--- src/include/sp_defs.svh ---
// Series processor shared sizes
// Residue width and number of elements in one job
`ifndef SP_DEFS_SVH
`define SP_DEFS_SVH

// One residue modulo 509
`define SP_ELEM_W 9

// Elements per job
`define SP_LEN 6

`endif

--- src/hdl/sp_pkg.sv ---
// Series processor package
// Modulus, residue and series types, job mode and controller states
`default_nettype none

package sp_pkg;

`include "sp_defs.svh"

	// ========================================
	// Sizes and constants
	// ========================================
	localparam int ELEM_W = `SP_ELEM_W;
	localparam int LEN    = `SP_LEN;
	// Room for a product of two residues
	localparam int WIDE_W = 2 * ELEM_W;

	// The prime
	localparam logic [ELEM_W-1:0] MODULUS = 9'd509;
	// p - 2, Fermat inverse exponent
	localparam logic [ELEM_W-1:0] INV_EXP = 9'd507;

	// ========================================
	// Types
	// ========================================
	typedef logic [ELEM_W-1:0] elem_t;
	typedef logic [WIDE_W-1:0] wide_t;

	// Element 0 sits in the low bits
	typedef elem_t [LEN-1:0] series_t;

	// inv_en is bit 0
	typedef struct packed {
		logic sort_en;
		logic inv_en;
	} mode_t;

	// Controller steps of one job
	typedef enum logic [2:0] {
		IDLE,
		LOAD,
		INV,
		SORT,
		SUM,
		OUT
	} ctrl_state_e;

endpackage

`default_nettype wire

--- src/hdl/mod_reduce.sv ---
// Modulo 509 reducer
// Folds an 18-bit operand with 512 = 3 (mod 509), then trims it by
// repeated subtraction. Start/done handshake, 2 to 5 cycles
`default_nettype none

module mod_reduce (
	input  wire logic          clk,
	input  wire logic          rst_n,
	input  wire logic          start,
	input  wire sp_pkg::wide_t operand,
	output logic               done,
	output sp_pkg::elem_t      residue
);

	// Largest fold is 511 + 3 * 511 = 2044
	localparam int ACC_W = 11;

	typedef enum logic [1:0] {
		RED_IDLE,
		RED_CALC,
		RED_DONE
	} red_state_e;

	red_state_e       state;
	logic [ACC_W-1:0] acc;
	logic [ACC_W-1:0] fold;
	logic [ACC_W-1:0] trimmed;

	// ========================================
	// Datapath
	// ========================================

	// High nine bits weigh 512, three above the modulus
	assign fold = ACC_W'(operand[8:0]) + ACC_W'(operand[17:9]) * ACC_W'(3);

	// One subtraction step, holds once in range
	assign trimmed = (acc >= ACC_W'(sp_pkg::MODULUS)) ?
		acc - ACC_W'(sp_pkg::MODULUS) : acc;

	always_ff @(posedge clk) begin
		if (state == RED_IDLE && start) begin
			acc <= fold;
		end else if (state == RED_CALC) begin
			acc <= trimmed;
		end
	end

	// ========================================
	// Control
	// ========================================
	always_ff @(posedge clk or negedge rst_n) begin
		if (!rst_n) begin
			state <= RED_IDLE;
		end else begin
			case (state)
				RED_IDLE: begin
					if (start) begin
						state <= RED_CALC;
					end
				end
				// At most four subtractions after the fold
				RED_CALC: begin
					if (trimmed < ACC_W'(sp_pkg::MODULUS)) begin
						state <= RED_DONE;
					end
				end
				default: state <= RED_IDLE;
			endcase
		end
	end

	assign done    = (state == RED_DONE);
	// Upper accumulator bits are zero here
	assign residue = acc[8:0];

	// Callers issue the next start only after seeing done
	a_no_start_at_done: assert property (@(posedge clk) disable iff (!rst_n)
		!(start && done));

endmodule

`default_nettype wire

--- src/hdl/mod_inverse.sv ---
// Modular inverse by Fermat, x^507 mod 509
// Square-and-multiply over the nine exponent bits, square and
// conditional product reduced in parallel on two reducers
`default_nettype none

module mod_inverse (
	input  wire logic          clk,
	input  wire logic          rst_n,
	input  wire logic          start,
	input  wire sp_pkg::elem_t value,
	output logic               done,
	output sp_pkg::elem_t      result
);

	// Index of the top exponent bit
	localparam logic [3:0] LAST_BIT = 4'($bits(sp_pkg::elem_t) - 1);

	typedef enum logic [1:0] {
		INV_IDLE,
		INV_ISSUE,
		INV_WAIT,
		INV_DONE
	} inv_state_e;

	inv_state_e    state;
	logic [3:0]    bit_idx;
	logic          got_acc;
	logic          got_base;
	sp_pkg::elem_t acc;
	sp_pkg::elem_t base;
	logic          red_start;
	sp_pkg::wide_t acc_operand;
	sp_pkg::wide_t base_operand;
	logic          acc_done;
	logic          base_done;
	sp_pkg::elem_t acc_residue;
	sp_pkg::elem_t base_residue;

	// ========================================
	// Products for the current exponent bit
	// ========================================

	// Exponent bit clear keeps acc, sent through unchanged
	assign acc_operand = sp_pkg::INV_EXP[bit_idx] ?
		sp_pkg::wide_t'(acc) * sp_pkg::wide_t'(base) : sp_pkg::wide_t'(acc);
	assign base_operand = sp_pkg::wide_t'(base) * sp_pkg::wide_t'(base);
	assign red_start    = (state == INV_ISSUE);

	mod_reduce u_red_acc (
		.clk     (clk),
		.rst_n   (rst_n),
		.start   (red_start),
		.operand (acc_operand),
		.done    (acc_done),
		.residue (acc_residue)
	);

	mod_reduce u_red_base (
		.clk     (clk),
		.rst_n   (rst_n),
		.start   (red_start),
		.operand (base_operand),
		.done    (base_done),
		.residue (base_residue)
	);

	// Running product and power of x
	always_ff @(posedge clk) begin
		if (state == INV_IDLE && start) begin
			acc  <= sp_pkg::elem_t'(1);
			base <= value;
		end else begin
			if (acc_done) begin
				acc <= acc_residue;
			end
			if (base_done) begin
				base <= base_residue;
			end
		end
	end

	// ========================================
	// Step sequencing
	// ========================================
	always_ff @(posedge clk or negedge rst_n) begin
		if (!rst_n) begin
			state    <= INV_IDLE;
			bit_idx  <= '0;
			got_acc  <= 1'b0;
			got_base <= 1'b0;
		end else begin
			case (state)
				INV_IDLE: begin
					if (start) begin
						bit_idx <= '0;
						state   <= INV_ISSUE;
					end
				end
				INV_ISSUE: begin
					got_acc  <= 1'b0;
					got_base <= 1'b0;
					state    <= INV_WAIT;
				end
				// Reducers finish in any order
				INV_WAIT: begin
					if (acc_done) begin
						got_acc <= 1'b1;
					end
					if (base_done) begin
						got_base <= 1'b1;
					end
					if (got_acc && got_base) begin
						if (bit_idx == LAST_BIT) begin
							state <= INV_DONE;
						end else begin
							bit_idx <= bit_idx + 4'd1;
							state   <= INV_ISSUE;
						end
					end
				end
				default: state <= INV_IDLE;
			endcase
		end
	end

	assign done   = (state == INV_DONE);
	assign result = acc;

	// Every step left a fully reduced residue
	a_result_in_range: assert property (@(posedge clk) disable iff (!rst_n)
		done |-> (result < sp_pkg::MODULUS));

endmodule

`default_nettype wire

--- src/hdl/sort6_net.sv ---
// Six-element ascending sorter
// Two three-element sorters, a registered merge column and two
// combinational clean-up columns; element 0 ends smallest
`default_nettype none

module sort6_net (
	input  wire logic            clk,
	input  wire logic            rst_n,
	input  wire sp_pkg::series_t values,
	output sp_pkg::series_t      sorted
);

	typedef sp_pkg::elem_t [2:0] trio_t;

	trio_t           low_half;
	trio_t           high_half;
	sp_pkg::series_t merge_q;
	sp_pkg::elem_t   mid_lo;
	sp_pkg::elem_t   mid_hi;

	// Three-element sort, index 0 smallest
	function automatic trio_t sort3(input sp_pkg::elem_t x0, input sp_pkg::elem_t x1,
			input sp_pkg::elem_t x2);
		sp_pkg::elem_t lo;
		sp_pkg::elem_t hi;
		sp_pkg::elem_t mid;
		trio_t         res;
		lo     = (x0 < x1) ? x0 : x1;
		hi     = (x0 < x1) ? x1 : x0;
		// Larger of the pair against the third
		mid    = (hi < x2) ? hi : x2;
		res[2] = (hi < x2) ? x2 : hi;
		res[0] = (lo < mid) ? lo : mid;
		res[1] = (lo < mid) ? mid : lo;
		return res;
	endfunction

	assign low_half  = sort3(values[0], values[1], values[2]);
	assign high_half = sort3(values[3], values[4], values[5]);

	// ========================================
	// Merge column, rank-wise min/max pairs
	// ========================================
	always_ff @(posedge clk or negedge rst_n) begin
		if (!rst_n) begin
			merge_q <= '0;
		end else begin
			for (int k = 0; k < 3; k++) begin
				merge_q[2*k]   <= (low_half[k] < high_half[k]) ? low_half[k] : high_half[k];
				merge_q[2*k+1] <= (low_half[k] < high_half[k]) ? high_half[k] : low_half[k];
			end
		end
	end

	// Ends are final after the merge
	assign sorted[0] = merge_q[0];
	assign sorted[5] = merge_q[5];

	// First clean-up column, pairs 1/2 and 3/4
	assign sorted[1] = (merge_q[1] < merge_q[2]) ? merge_q[1] : merge_q[2];
	assign mid_lo    = (merge_q[1] < merge_q[2]) ? merge_q[2] : merge_q[1];
	assign mid_hi    = (merge_q[3] < merge_q[4]) ? merge_q[3] : merge_q[4];
	assign sorted[4] = (merge_q[3] < merge_q[4]) ? merge_q[4] : merge_q[3];

	// Second column settles the middle pair
	assign sorted[2] = (mid_lo < mid_hi) ? mid_lo : mid_hi;
	assign sorted[3] = (mid_lo < mid_hi) ? mid_hi : mid_lo;

endmodule

`default_nettype wire

--- src/hdl/series_sum.sv ---
// Series sum, e[i] = (a[i] + 2 b[i] + d[i]) mod 509
// Walks the six elements through one reducer and keeps the results
`default_nettype none

module series_sum (
	input  wire logic            clk,
	input  wire logic            rst_n,
	input  wire logic            start,
	input  wire sp_pkg::series_t raw,
	input  wire sp_pkg::series_t inv,
	input  wire sp_pkg::series_t srt,
	output logic                 done,
	output sp_pkg::series_t      result
);

	typedef enum logic [1:0] {
		SUM_IDLE,
		SUM_ISSUE,
		SUM_WAIT,
		SUM_DONE
	} sum_state_e;

	sum_state_e    state;
	logic [2:0]    idx;
	logic          red_start;
	sp_pkg::wide_t red_operand;
	logic          red_done;
	sp_pkg::elem_t red_residue;

	// Four terms of up to 508, stays below 2048
	assign red_operand = sp_pkg::wide_t'(raw[idx]) + (sp_pkg::wide_t'(inv[idx]) << 1)
		+ sp_pkg::wide_t'(srt[idx]);
	assign red_start = (state == SUM_ISSUE);

	mod_reduce u_red (
		.clk     (clk),
		.rst_n   (rst_n),
		.start   (red_start),
		.operand (red_operand),
		.done    (red_done),
		.residue (red_residue)
	);

	always_ff @(posedge clk) begin
		if (state == SUM_WAIT && red_done) begin
			result[idx] <= red_residue;
		end
	end

	// ========================================
	// Element sequencing
	// ========================================
	always_ff @(posedge clk or negedge rst_n) begin
		if (!rst_n) begin
			state <= SUM_IDLE;
			idx   <= '0;
		end else begin
			case (state)
				SUM_IDLE: begin
					if (start) begin
						idx   <= '0;
						state <= SUM_ISSUE;
					end
				end
				SUM_ISSUE: state <= SUM_WAIT;
				SUM_WAIT: begin
					if (red_done) begin
						if (idx == 3'd5) begin
							state <= SUM_DONE;
						end else begin
							idx   <= idx + 3'd1;
							state <= SUM_ISSUE;
						end
					end
				end
				default: state <= SUM_IDLE;
			endcase
		end
	end

	assign done = (state == SUM_DONE);

	// Controller holds the next job until this one is out
	a_start_when_idle: assert property (@(posedge clk) disable iff (!rst_n)
		start |-> (state == SUM_IDLE));

endmodule

`default_nettype wire

--- src/hdl/sp_ctrl.sv ---
// Series processor controller
// Captures the job and its mode, steps inversion, sort and sum,
// then serializes the six results one per cycle
`default_nettype none

module sp_ctrl (
	input  wire logic            clk,
	input  wire logic            rst_n,
	input  wire logic            in_valid,
	input  wire sp_pkg::elem_t   in_data,
	input  wire sp_pkg::mode_t   in_mode,
	output logic                 inv_start,
	output sp_pkg::elem_t        inv_in,
	input  wire logic            inv_done,
	input  wire sp_pkg::elem_t   inv_out,
	output sp_pkg::series_t      b_series,
	input  wire sp_pkg::series_t d_sorted,
	output logic                 sum_start,
	output sp_pkg::series_t      raw_series,
	output sp_pkg::series_t      d_series,
	input  wire logic            sum_done,
	input  wire sp_pkg::series_t sum_result,
	output logic                 out_valid,
	output sp_pkg::elem_t        out_data
);

	sp_pkg::ctrl_state_e state;
	sp_pkg::ctrl_state_e state_next;
	sp_pkg::mode_t       mode;
	logic [2:0]          cnt;
	logic                step;
	logic                inv_wait;
	logic                sum_wait;
	logic                sort_phase;
	sp_pkg::series_t     d_reg;

	// ========================================
	// Step FSM
	// ========================================
	always_comb begin
		state_next = state;
		case (state)
			sp_pkg::IDLE: begin
				if (in_valid) begin
					state_next = sp_pkg::LOAD;
				end
			end
			// Sixth element picks the first enabled step
			sp_pkg::LOAD: begin
				if (in_valid && cnt == 3'd5) begin
					state_next = mode.inv_en ? sp_pkg::INV :
						(mode.sort_en ? sp_pkg::SORT : sp_pkg::SUM);
				end
			end
			sp_pkg::INV: begin
				if (inv_done && cnt == 3'd5) begin
					state_next = mode.sort_en ? sp_pkg::SORT : sp_pkg::SUM;
				end
			end
			// Second cycle has the registered sort output
			sp_pkg::SORT: begin
				if (sort_phase) begin
					state_next = sp_pkg::SUM;
				end
			end
			sp_pkg::SUM: begin
				if (sum_done) begin
					state_next = sp_pkg::OUT;
				end
			end
			sp_pkg::OUT: begin
				if (cnt == 3'd5) begin
					state_next = sp_pkg::IDLE;
				end
			end
			default: state_next = sp_pkg::IDLE;
		endcase
	end

	// Element counter advances on loads, inverses and outputs
	assign step = in_valid || (state == sp_pkg::INV && inv_done) || (state == sp_pkg::OUT);

	always_ff @(posedge clk or negedge rst_n) begin
		if (!rst_n) begin
			state      <= sp_pkg::IDLE;
			mode       <= '0;
			cnt        <= '0;
			inv_wait   <= 1'b0;
			sum_wait   <= 1'b0;
			sort_phase <= 1'b0;
			out_valid  <= 1'b0;
			out_data   <= '0;
		end else begin
			state <= state_next;
			// Mode counts on the first element only
			if (state == sp_pkg::IDLE && in_valid) begin
				mode <= in_mode;
			end
			if (step) begin
				cnt <= (cnt == 3'd5) ? 3'd0 : cnt + 3'd1;
			end
			// One request in flight at a time
			if (inv_start) begin
				inv_wait <= 1'b1;
			end else if (inv_done) begin
				inv_wait <= 1'b0;
			end
			if (sum_start) begin
				sum_wait <= 1'b1;
			end else if (sum_done) begin
				sum_wait <= 1'b0;
			end
			sort_phase <= (state == sp_pkg::SORT) && !sort_phase;
			// Output register, zero between words
			out_valid <= (state == sp_pkg::OUT);
			out_data  <= (state == sp_pkg::OUT) ? sum_result[cnt] : '0;
		end
	end

	// ========================================
	// Series registers
	// ========================================
	always_ff @(posedge clk) begin
		if (in_valid) begin
			raw_series <= {in_data, raw_series[5:1]};
			b_series   <= {in_data, b_series[5:1]};
		end else if (state == sp_pkg::INV && inv_done) begin
			// Six rotations restore the input order
			b_series <= {inv_out, b_series[5:1]};
		end
		if (state == sp_pkg::SORT && sort_phase) begin
			d_reg <= d_sorted;
		end
	end

	assign inv_start = (state == sp_pkg::INV) && !inv_wait;
	assign inv_in    = b_series[0];
	assign sum_start = (state == sp_pkg::SUM) && !sum_wait;
	// Without sorting d is just b
	assign d_series  = mode.sort_en ? d_reg : b_series;

	// No new job until the sixth output
	a_in_valid_framing: assert property (@(posedge clk) disable iff (!rst_n)
		in_valid |-> (state == sp_pkg::IDLE || state == sp_pkg::LOAD));

	// Fold and subtraction rely on residues below the modulus
	a_in_data_range: assert property (@(posedge clk) disable iff (!rst_n)
		in_valid |-> (in_data < sp_pkg::MODULUS));

endmodule

`default_nettype wire

--- src/hdl/sp_top.sv ---
// Series processor top
// Controller with the inverse, sorter and sum units around it
`default_nettype none

module sp_top (
	input  wire logic          clk,
	input  wire logic          rst_n,
	input  wire logic          in_valid,
	input  wire sp_pkg::elem_t in_data,
	input  wire sp_pkg::mode_t in_mode,
	output logic               out_valid,
	output sp_pkg::elem_t      out_data
);

	logic            inv_start;
	sp_pkg::elem_t   inv_in;
	logic            inv_done;
	sp_pkg::elem_t   inv_out;
	sp_pkg::series_t b_series;
	sp_pkg::series_t d_sorted;
	logic            sum_start;
	sp_pkg::series_t raw_series;
	sp_pkg::series_t d_series;
	logic            sum_done;
	sp_pkg::series_t sum_result;

	sp_ctrl u_ctrl (
		.clk        (clk),
		.rst_n      (rst_n),
		.in_valid   (in_valid),
		.in_data    (in_data),
		.in_mode    (in_mode),
		.inv_start  (inv_start),
		.inv_in     (inv_in),
		.inv_done   (inv_done),
		.inv_out    (inv_out),
		.b_series   (b_series),
		.d_sorted   (d_sorted),
		.sum_start  (sum_start),
		.raw_series (raw_series),
		.d_series   (d_series),
		.sum_done   (sum_done),
		.sum_result (sum_result),
		.out_valid  (out_valid),
		.out_data   (out_data)
	);

	// One element at a time
	mod_inverse u_inv (
		.clk    (clk),
		.rst_n  (rst_n),
		.start  (inv_start),
		.value  (inv_in),
		.done   (inv_done),
		.result (inv_out)
	);

	// Sorts b continuously, sampled by the controller
	sort6_net u_sort (
		.clk    (clk),
		.rst_n  (rst_n),
		.values (b_series),
		.sorted (d_sorted)
	);

	series_sum u_sum (
		.clk    (clk),
		.rst_n  (rst_n),
		.start  (sum_start),
		.raw    (raw_series),
		.inv    (b_series),
		.srt    (d_series),
		.done   (sum_done),
		.result (sum_result)
	);

endmodule

`default_nettype wire

--- config.mk ---
export PLATFORM = sky130hd
export DESIGN_NAME = sp_top
export DESIGN_NICKNAME = d
export VERILOG_FILES = /design/src/hdl/sp_pkg.sv /design/src/hdl/mod_reduce.sv /design/src/hdl/mod_inverse.sv /design/src/hdl/sort6_net.sv /design/src/hdl/series_sum.sv /design/src/hdl/sp_ctrl.sv /design/src/hdl/sp_top.sv
export VERILOG_INCLUDE_DIRS = /design/src /design/src/include
export SDC_FILE = /design/constraint.sdc
export NUM_CORES = 1
export LEC_CHECK = 0
export ABC_AREA = 1
export BUFFER_PORTS_ARGS = -buffer_cell sky130_fd_sc_hd__buf_4
export CELL_PAD_IN_SITES_DETAIL_PLACEMENT = 0
export CELL_PAD_IN_SITES_GLOBAL_PLACEMENT = 1
export CORE_ASPECT_RATIO = 1.5
export CORE_MARGIN = 3
export CORE_UTILIZATION = 54
export DETAILED_ROUTE_END_ITERATION = 16
export GPL_TIMING_DRIVEN = 0
export HOLD_SLACK_MARGIN = 0.06
export PLACE_DENSITY = 0.95
export SLEW_MARGIN = 20
export SYNTH_ARGS = -nofsm -noshare
export SYNTH_HDL_FRONTEND = slang
export SYNTH_SLANG_ARGS = --single-unit
--- constraint.sdc ---
create_clock -name clk -period 16.6 [get_ports clk]
set_input_delay 0.83 -clock clk [delete_from_list [all_inputs] [get_ports clk]]
set_output_delay 0.83 -clock clk [all_outputs]
set_load 0.02 [all_outputs]
Word-level counts from Yosys, hierarchy flattened
Memories as Yosys holds them, arrays and structs flattened.
Cells that the tools add are included.
{ "totals": {"regBits": 361, "rom_bits": 16, "memories": 1} }
{ "mem_list": {"columns": ["memory", "words", "width", "read_ports", "rd_clocked_by_memory_dff", "wr", "line_no", "source"], "rows": [
  ["(no name shown)", 16, 1, 1, 0, 0, "mod_inverse.sv:44", "assign acc_operand = sp_pkg::INV_EXP[bit_idx] ?"]
]} }
{ "op_classes": {"n_addsub": 11, "multipliers": 5, "n_lt_le_gt_ge": 22, "n_eq_ne": 40, "mux": 94, "reduce_logical": 46} }
{ "ops": {"columns": ["operator", "count"], "rows": [
  ["2-to-1 mux 9 bit", 32],
  ["2-to-1 mux 54 bit", 3],
  ["binary-select mux 9 bit (select 3 bit)", 4],
  ["< comparator 9 bit", 12],
  ["2-to-1 mux 11 bit", 9],
  ["bitwise mux 54 bit", 1],
  ["multiplier 9 x 9 -> 18 bit", 2],
  ["2-to-1 mux 3 bit", 12],
  ["adder 9 x 11 -> 11 bit", 3],
  ["greater-or-equal comparator 11 x 9 -> 1 bit (second input constant)", 3],
  ["< comparator 11 x 9 -> 1 bit (second input constant)", 3],
  ["multiplier 9 x 2 -> 11 bit (second input constant)", 3],
  ["subtractor 11 x 9 -> 11 bit (second input constant)", 3],
  ["demux 9 bit (select 3 bit)", 1],
  ["!= test 2 x 1 -> 1 bit (second input constant)", 13],
  ["2-to-1 mux 2 bit", 11],
  ["nonzero test 2 bit", 10],
  ["adder 18 x 9 -> 18 bit", 1],
  ["2-to-1 mux 18 bit", 1],
  ["one-hot mux 3 bit (6 select lines)", 1],
  ["logical AND 1 bit", 15],
  ["equality test 2 bit (second input constant)", 7],
  ["!= test 2 bit (second input constant)", 7],
  ["AND reduction 2 bit", 7],
  ["other kinds (24)", 54]
]} }

Logic depth before layout (Yosys ltp)
Gate-level depths: netlist (run 1).
{ "logic_depth": {"ltp_word": 8, "mapped_depth": 47} }

Hierarchy
Synthesis (run 1) repeated with hierarchy kept, for this count alone.
{ "unflattened": {"hier_cells": 3696, "hier_area_um2": 28964.0} }
{ "by_module_without_submodules": {"columns": ["mod", "instances", "cells_each", "area_per_inst_um2", "seq_area_each_um2"], "rows": [
  ["sp_ctrl", 1, 591, 7159.4, 5390.2],
  ["mod_inverse", 1, 914, 6442.4, 650.6],
  ["sort6_net", 1, 974, 6393.6, 1351.3],
  ["mod_reduce", 3, 215, 1590.3, 380.4],
  ["series_sum", 1, 572, 4197.8, 1746.7]
]} }

Least setup slack after synthesis (run 1)
Ideal clock, no wire load.
{ "synth_timing": {"path_kind": "reg2reg", "from": "register u_inv.base[6]", "to": "register u_inv.u_red_acc.acc[9], data pin", "setup_time_ps": 262, "t_arrival_ps": 6502, "slack_ps": 9836, "stages_incl_launch_ff": 35, "synth_period_minus_slack_ps": 6764, "path_cell_list": "edfxtp_1 -> clkbuf_1 -> buf_1 -> nand2_1 -> fa_1 -> fa_1 -> inv_1 -> fa_1 -> fa_1 -> ha_1 -> nand2_1 -> o21ai_0 -> a21oi_1 -> nor2_1 -> nor2_1 -> o21ai_0 -> inv_1 -> nor2_1 -> nor2_1 -> o21bai_1 -> nor2_1 -> nor2_1 -> fa_1 -> ha_1 -> inv_1 -> o31ai_1 -> and2_1 -> nor2_1 -> o21ai_0 -> and2_1 -> nor2_1 -> nor2_1 -> nor2_1 -> xor2_1 -> o21ai_0"} }
{ "synth_between": {"elab_chain_len": 5} }
{ "synth_lines": {"columns": ["item", "line_no", "source"], "rows": [
  ["start, declared", "mod_inverse.sv:30", "sp_pkg::elem_t base;"],
  ["start signal, assigned", "mod_inverse.sv:71", "base <= value;"],
  ["start signal, assigned", "mod_inverse.sv:77", "base <= base_residue;"],
  ["multiplier 9 x 9 -> 18 bit *", "mod_inverse.sv:45", "sp_pkg::wide_t'(acc) * sp_pkg::wide_t'(base) : sp_pkg::wide_t'(acc);"],
  ["2-to-1 mux 18 bit *", "mod_inverse.sv:44", null],
  ["multiplier 9 x 2 -> 11 bit", "mod_reduce.sv:34", "assign fold = ACC_W'(operand[8:0]) + ACC_W'(operand[17:9]) * ACC_W'(3);"],
  ["adder 9 x 11 -> 11 bit *", "mod_reduce.sv:34", null],
  ["2-to-1 mux 11 bit *", "mod_reduce.sv:41", "if (state == RED_IDLE && start) begin"],
  ["end signal, assigned", "mod_reduce.sv:42", "acc <= fold;"],
  ["end signal, assigned", "mod_reduce.sv:44", "acc <= trimmed;"],
  ["end, declared", "mod_reduce.sv:25", "logic [ACC_W-1:0] acc;"]
]} }
Mark *: on every way between the ends. The rest lies on a longest branch, timed or not.
A chain may end at the register's enable or synchronous reset.

Final worst setup path (run 1)
{ "layout_timing": {"from": "register u_inv.base[4]", "to": "register u_inv.u_red_acc.acc[9], data pin"} }
The elaborated chain is that of the path after synthesis.

==> impl_results.md, run 1 <==
- Status: completed
- Initial antenna violation count: 1
- IO Port Bufs: 23
- HPWL Detailed: 60.2 mm
- Total GRT Usage: 30.0%
- Total gr overflow: 0
- Core Region: 47100 um^2
- First-pass GRT wire length: 116 mm
- Setup-failing EPs final: 0
- Worst setup SP type: flip-flop
- Via Count: 21100
- FF+latch area: 10300 um^2
- Die Wd: 185 um
- Drt first pass iters: 7
- Vias in the first global route: 21200
- Final Cycle Share: 47.4%
- Fillers: 4188
- Yosys reg bits: 361
- Die area: 50800 um^2
- DR vias/cell: 5.69
- Final #Nets: 3425
- Final Slew Violations: 0
- Area of the multi-input gates: 13500 um^2
- Crit path DAT: 8.18 ns
- Async SR Flop Fraction: 26.0%
- P&R area growth vs syn: 9.13%
- Hold Path Class: in -> async
- Worst Path Required: 16.91 ns
- # rows: 97
- Post-synth EDFFs: 258
- CP max stage cell: clkbuf_1
- Crit-path max FO: 10
- Most frequent cells in the layout: 671 x nand2_1, 447 x inv_1, 277 x o21ai_0, 258 x edfxtp_1, 220 x ha_1
- Synth warnings: 0
- Sink Count: 361
- Total Wirelength: 75.5 mm
- Ports: 24
- Initial core utilization: 55.1%
- TritonCTS clock tree: built
- Slew at the pin with the worst max-slew slack: 1.11 ns
- Main synth FF type: edfxtp_1
- Remaining routing DRC violations: 0
- Largest net degree at the start of global routing: 95
- Post-DR wirelength/cell: 20.3 um
- Hold Fails Final Rpt: 0
- Max stage delay on crit path: 0.54 ns
- Setup Buffers After CTS: 0
- Clock Tree Buf Depth: 3
- Setup Skew: 0.0255 ns
- Antenna-violating nets left: 0
- Mapped Cells: 3017
- Setup Crit Path Kind: reg -> reg
- Post-synthesis sequential area ratio: 39.6%
- Root Driver: clkbuf_16
- CP dominant cell by count: nor2_1
- Placer Congestion: 0.995
- Layout cells sized above 1: 5.49%
- CP endpoint kind: flip-flop
- Commonest non-fill, non-tap cell in the layout: nand2_1
- # hold bufs at CTS: 0
- Min cycle time layout: 7.87 ns
- Clock transition at path regs: 0.07 ns
- Worst-skew pair later-pin latency: 0.56 ns
- Max Cap Viol: 0
- # resized after CTS: 0
- Syn Nets: 3357
- Number of buffers created by CTS: 39
- Syn avg cell area: 8.60 um^2
- Top achievable clock speed: 0.127 GHz
- Die H: 274 um
- Number of DRC markers in iteration 0: 1562
- Max-slew headroom: 24.9%
- H-tree depth: 2
- Synthesized cell area: 25900 um^2
- Setup repair after global routing missed its margin: false
- Unique masters post-synth: 58
- Setup TNS: 0 ns
[Yosys cell counts, drive strengths merged (18+ instances only)]
master	count	area, um^2
nand2	689	2660
inv	456	1710
o21ai	303	1540
edfxtp	258	7750
ha	220	2750
nor2	209	790
a21oi	181	913
fa	106	2120
nand3	106	576
dfrtp	94	2350
clkbuf	75	282
xor2	54	473
buf	27	161
nor3	24	125
nand4	22	138
a22oi	19	143
o22ai	18	113
xnor2	18	158
[critical path: cells and delay by family, from the launching register on]
| family | cells | cell delay, ns |
|---|---|---|
| buffers and inverters | 5 | 1.24 |
| xor gates and xnor gates | 1 | 0.16 |
| adders and majority gates | 7 | 3.19 |
| DFF | 1 | 0.37 |
| AOI/OAI and AO/OA | 7 | 1.19 |
| and+or+nand+nor | 14 | 1.49 |
[stage by stage]
step | cells | instance area [um^2] | hold WS [ns] | worst slack [ns] | util, %
CTS | 3710 | 28300 | 0.410 | 8.69 | 60.1
detailed placement | 3638 | 27000 | 0.404 | 8.72 | 57.3
global route | 3710 | 28300 | 0.423 | 8.17 | 60.1
finish | 3711 | 28300 | 0.366 | 8.73 | 60.1
floorplan | 3017 | 25900 | 0.401 | 9.84 | -
global placement | 3634 | 26900 | 0.402 | 8.90 | 57.0
[final cells by class]
cell class,instances,area share (%)
diodes,1,0.00884
plain buffers,102,1.56
clock buffers,43,3.54
clock inverters,29,1.14
inverters,463,6.15
multi-input cells,2091,47.7
flip-flops and latches,361,36.3
well taps,594,2.63
repair buffers,27,0.986
[logic make-up after synthesis]
family	Yosys count	share of synthesized area [%]
XOR/XNOR	72	2.43
AO/OA/AOI/OAI	609	13.2
flip-flops	361	39.6
adder cells (fa/ha/maj)	326	18.8
multiplexers	10	0.415
AND/OR/NAND/NOR	1074	17.1
buffers and inverters	565	8.42
[layer usage]
layer | global-route usage [%] | part of all wire (%)
met5 | 0 | 0
met1 | 33.1 | 36
met3 | 3.36 | 4.9
met4 | 15.8 | 6.5
met2 | 55.7 | 53
[worst paths after layout]
check	start	slack [ns]	cells after the start	endpoint
setup / recovery	u_inv.base[4]$_DFFE_PP_	8.73	34	u_inv.u_red_acc.acc[9]$_DFFE_PP_
hold / removal	rst_n	0.37	1	u_ctrl.out_data[7]$_DFF_PN0_
setup reg to reg	u_inv.base[4]$_DFFE_PP_	8.73	34	u_inv.u_red_acc.acc[9]$_DFFE_PP_
hold reg to reg	u_sort.sorted[7]$_DFF_PN0_	0.42	0	u_ctrl.d_reg[7]$_DFFE_PP_
max in group asynchronous	rst_n	15.55	1	u_sort.sorted[3]$_DFF_PN0_
min in group clk	u_sort.sorted[7]$_DFF_PN0_	0.42	0	u_ctrl.d_reg[7]$_DFFE_PP_
Power of run 1 is left out: the tool's default activity adds up to more than one toggle a clock period on the data nets, which glitch-free logic cannot reach.
==> inputs of run 2 (changes only) <==
--- a/config.mk
+++ b/config.mk
@@ -12,11 +12,11 @@
 export CELL_PAD_IN_SITES_GLOBAL_PLACEMENT = 1
 export CORE_ASPECT_RATIO = 1.5
 export CORE_MARGIN = 3
-export CORE_UTILIZATION = 54
+export CORE_UTILIZATION = 45
 export DETAILED_ROUTE_END_ITERATION = 16
 export GPL_TIMING_DRIVEN = 0
 export HOLD_SLACK_MARGIN = 0.06
-export PLACE_DENSITY = 0.95
+export PLACE_DENSITY = 0.88
 export SLEW_MARGIN = 20
 export SYNTH_ARGS = -nofsm -noshare
 export SYNTH_HDL_FRONTEND = slang
==> constraint.sdc (replaced) <==
create_clock -name clk -period 6.4 [get_ports clk]
set_input_delay 0.32 -clock clk [delete_from_list [all_inputs] [get_ports clk]]
set_output_delay 0.32 -clock clk [all_outputs]
set_load 0.02 [all_outputs]
==> impl_results.md, run 2 (same netlist as run 1, synthesis figures left out) <==
- Antenna-violating nets left: 0 (unchanged)
- First-pass GRT wire length: 119 mm (+2.8%)
- Layout cells sized above 1: 17.1% (+12 points)
- Failing checks: setup timing
- GR Layer Usage met1: 26.2% (-6.9 points)
- CP dominant cell by count: fa_1
- Worst setup SP type: flip-flop
- Post-route setup slack: -0.332 ns (-9.06 ns)
- Total Wirelength: 78.5 mm (+3.9%)
- DR vias/cell: 5.42 (-4.8%)
- FF+latch area: 10300 um^2 (+0.12%)
- Final non-filler cell total: 4003 (+7.9%)
- H-tree depth: 2 (unchanged)
- Worst path bufs/invs: 6 (+1)
- P&R area growth vs syn: 18.7%
- Final #Nets: 3552 (+3.7%)
- Core Region: 56900 um^2 (+21%)
- Crit path DAT: 7.06 ns (-1.12 ns)
- Die Wd: 202 um (+9.2%)
- R2R Setup Slk: -0.33 ns (-9.06 ns)
- Clock Tree Buf Depth: 3 (unchanged)
- Remaining routing DRC violations: 0 (unchanged)
- Placed Cells: 3807 (+4.6%)
- Total gr overflow: 0 (unchanged)
- Slew at the pin with the worst max-slew slack: 1.04 ns (-0.0775 ns)
- Via Count: 21700 (+2.7%)
- Total GRT Usage: 25.5% (-4.4 points)
- Most frequent cells in the layout: 649 x nand2_1, 399 x inv_1, 258 x edfxtp_1, 215 x o21ai_0, 202 x ha_1
- CP endpoint kind: flip-flop
- Worst-skew pair later-pin latency: 0.59 ns (+0.03 ns)
- HPWL Detailed: 59.6 mm (-1.0%)
- Setup-failing EPs final: 6 (+6)
- Die H: 300 um (+9.3%)
- Initial core utilization: 45.6% (-9.5 points)
- Number of buffers created by CTS: 36 (-7.7%)
- CP max stage cell: fa_1
- Final Cycle Share: 105% (+58 points)
- Inserted Diodes: 0 (-1)
- Hold Fails Final Rpt: 0 (unchanged)
- Final Slew Violations: 0 (unchanged)
- Met2 GRT Util: 48.0% (-7.7 points)
- Die area: 60600 um^2 (+19%)
- Clock transition at path regs: 0.07 ns (about the same)
- Min cycle time layout: 6.73 ns (-1.14 ns)
- # rows: 107 (+10%)
- Commonest non-fill, non-tap cell in the layout: nand2_1
- Setup repair after global routing missed its margin: true
- Global routing's busiest layer: met2
- Setup Skew: 0.0497 ns (+0.0241 ns)
- Crit-path max FO: 7 (-3)
- Placer Congestion: 0.996 (+0.12%)
- Top achievable clock speed: 0.149 GHz (+17%)
- Largest net degree at the start of global routing: 95 (unchanged)
- Status: finished with violations
- Worst Path Required: 6.72 ns (-10.19 ns)
- Vias in the first global route: 21900 (+3.3%)
- Max Cap Viol: 0 (unchanged)
- Max stage delay on crit path: 0.58 ns (+0.04 ns)
- Root Driver: clkbuf_16
- Cell family with most CP delay: adder cells
- TritonCTS clock tree: built
- Fillers: 5211 (+24%)
- Met3 GRT Util: 2.84% (-0.52 points)
- Initial antenna violation count: 0 (-1)
- Sink Count: 361 (unchanged)
- IO Port Bufs: 23 (unchanged)
- Ports: 24 (unchanged)
- Hold Path Class: in -> reg
- Drt first pass iters: 8 (+1)
- Number of DRC markers in iteration 0: 1605 (+2.8%)
- Max-slew headroom: 30.1% (+5.2 points)
- Area of the multi-input gates: 14500 um^2 (+7.4%)
- Setup Crit Path Kind: reg -> reg
- Post-DR wirelength/cell: 19.6 um (-3.7%)
[run 2: area by class of cell]
type,count,share of cell area (%)
tap,763,3.10
buffer,88,2.12
multi-input combinational,2092,47.1
clock inverter,22,0.764
sequential,361,33.4
clock buffer,44,3.14
timing repair buffer,170,4.60
inverter,463,5.78
[run 2: worst paths after layout]
check	startpoint	endpoint	cells past startpoint
max	u_inv.base[0]$_DFFE_PP_	u_inv.u_red_acc.acc[9]$_DFFE_PP_	32
min	in_valid	u_ctrl.raw_series[45]$_DFFE_PP_	1
max reg2reg	u_inv.base[0]$_DFFE_PP_	u_inv.u_red_acc.acc[9]$_DFFE_PP_	32
min reg2reg	u_sort.sorted[8]$_DFF_PN0_	u_ctrl.d_reg[8]$_DFFE_PP_	0
max in group asynchronous	rst_n	u_inv.u_red_base.state[1]$_DFFE_PN0P_	2
min in group asynchronous	rst_n	u_ctrl.cnt[2]$_DFFE_PN0P_	2
[run 2: per-stage QoR]
stage / hold slack, ns / cell area (um^2) / worst slack [ns] / TNS [ns] / utilization [%]
6_report: 0.341 / 30800 / -0.332 / -0.977 / 54.1
2_1_floorplan: 0.0244 / 26000 / -0.0264 / -0.0264 / -
3_3_place_gp: 0.401 / 27100 / -1.24 / -102.19 / 47.7
4_1_cts: 0.338 / 29700 / -0.298 / -0.837 / 52.2
3_5_place_dp: 0.404 / 27300 / -1.30 / -50.48 / 47.9
5_1_grt: 0.382 / 30800 / -0.643 / -4.51 / 54.1
[run 2: repair_timing]
action,4_1_cts,5_1_grt
buffers inserted,74,67
pin swaps,70,128
resized for setup,233,213
hold buffers,12,0
gates cloned,0,1
hold endpoints to repair,112,0
endpoints found under the setup margin,55,55
[run 2: worst register-to-register path, delay by kind of cell (launching register included)]
kind	cells	cell delay, ns
AOI/OAI and AO/OA	6	0.89
xor gates and xnor gates	1	0.17
adders and majority gates	7	3.35
buffers and inverters	6	0.60
DFF	1	0.49
and+or+nand+nor	12	1.01
[run 2: routing by layer]
| layer | vias up | wire length, um |
|---|---|---|
| li1 | 10400 | - |
| met1 | 10200 | 26600 |
| met5 | - | 0 |
| met4 | 0 | 6970 |
| met3 | 327 | 3770 |
| met2 | 711 | 41200 |
Power of run 2 is left out for the same reason.
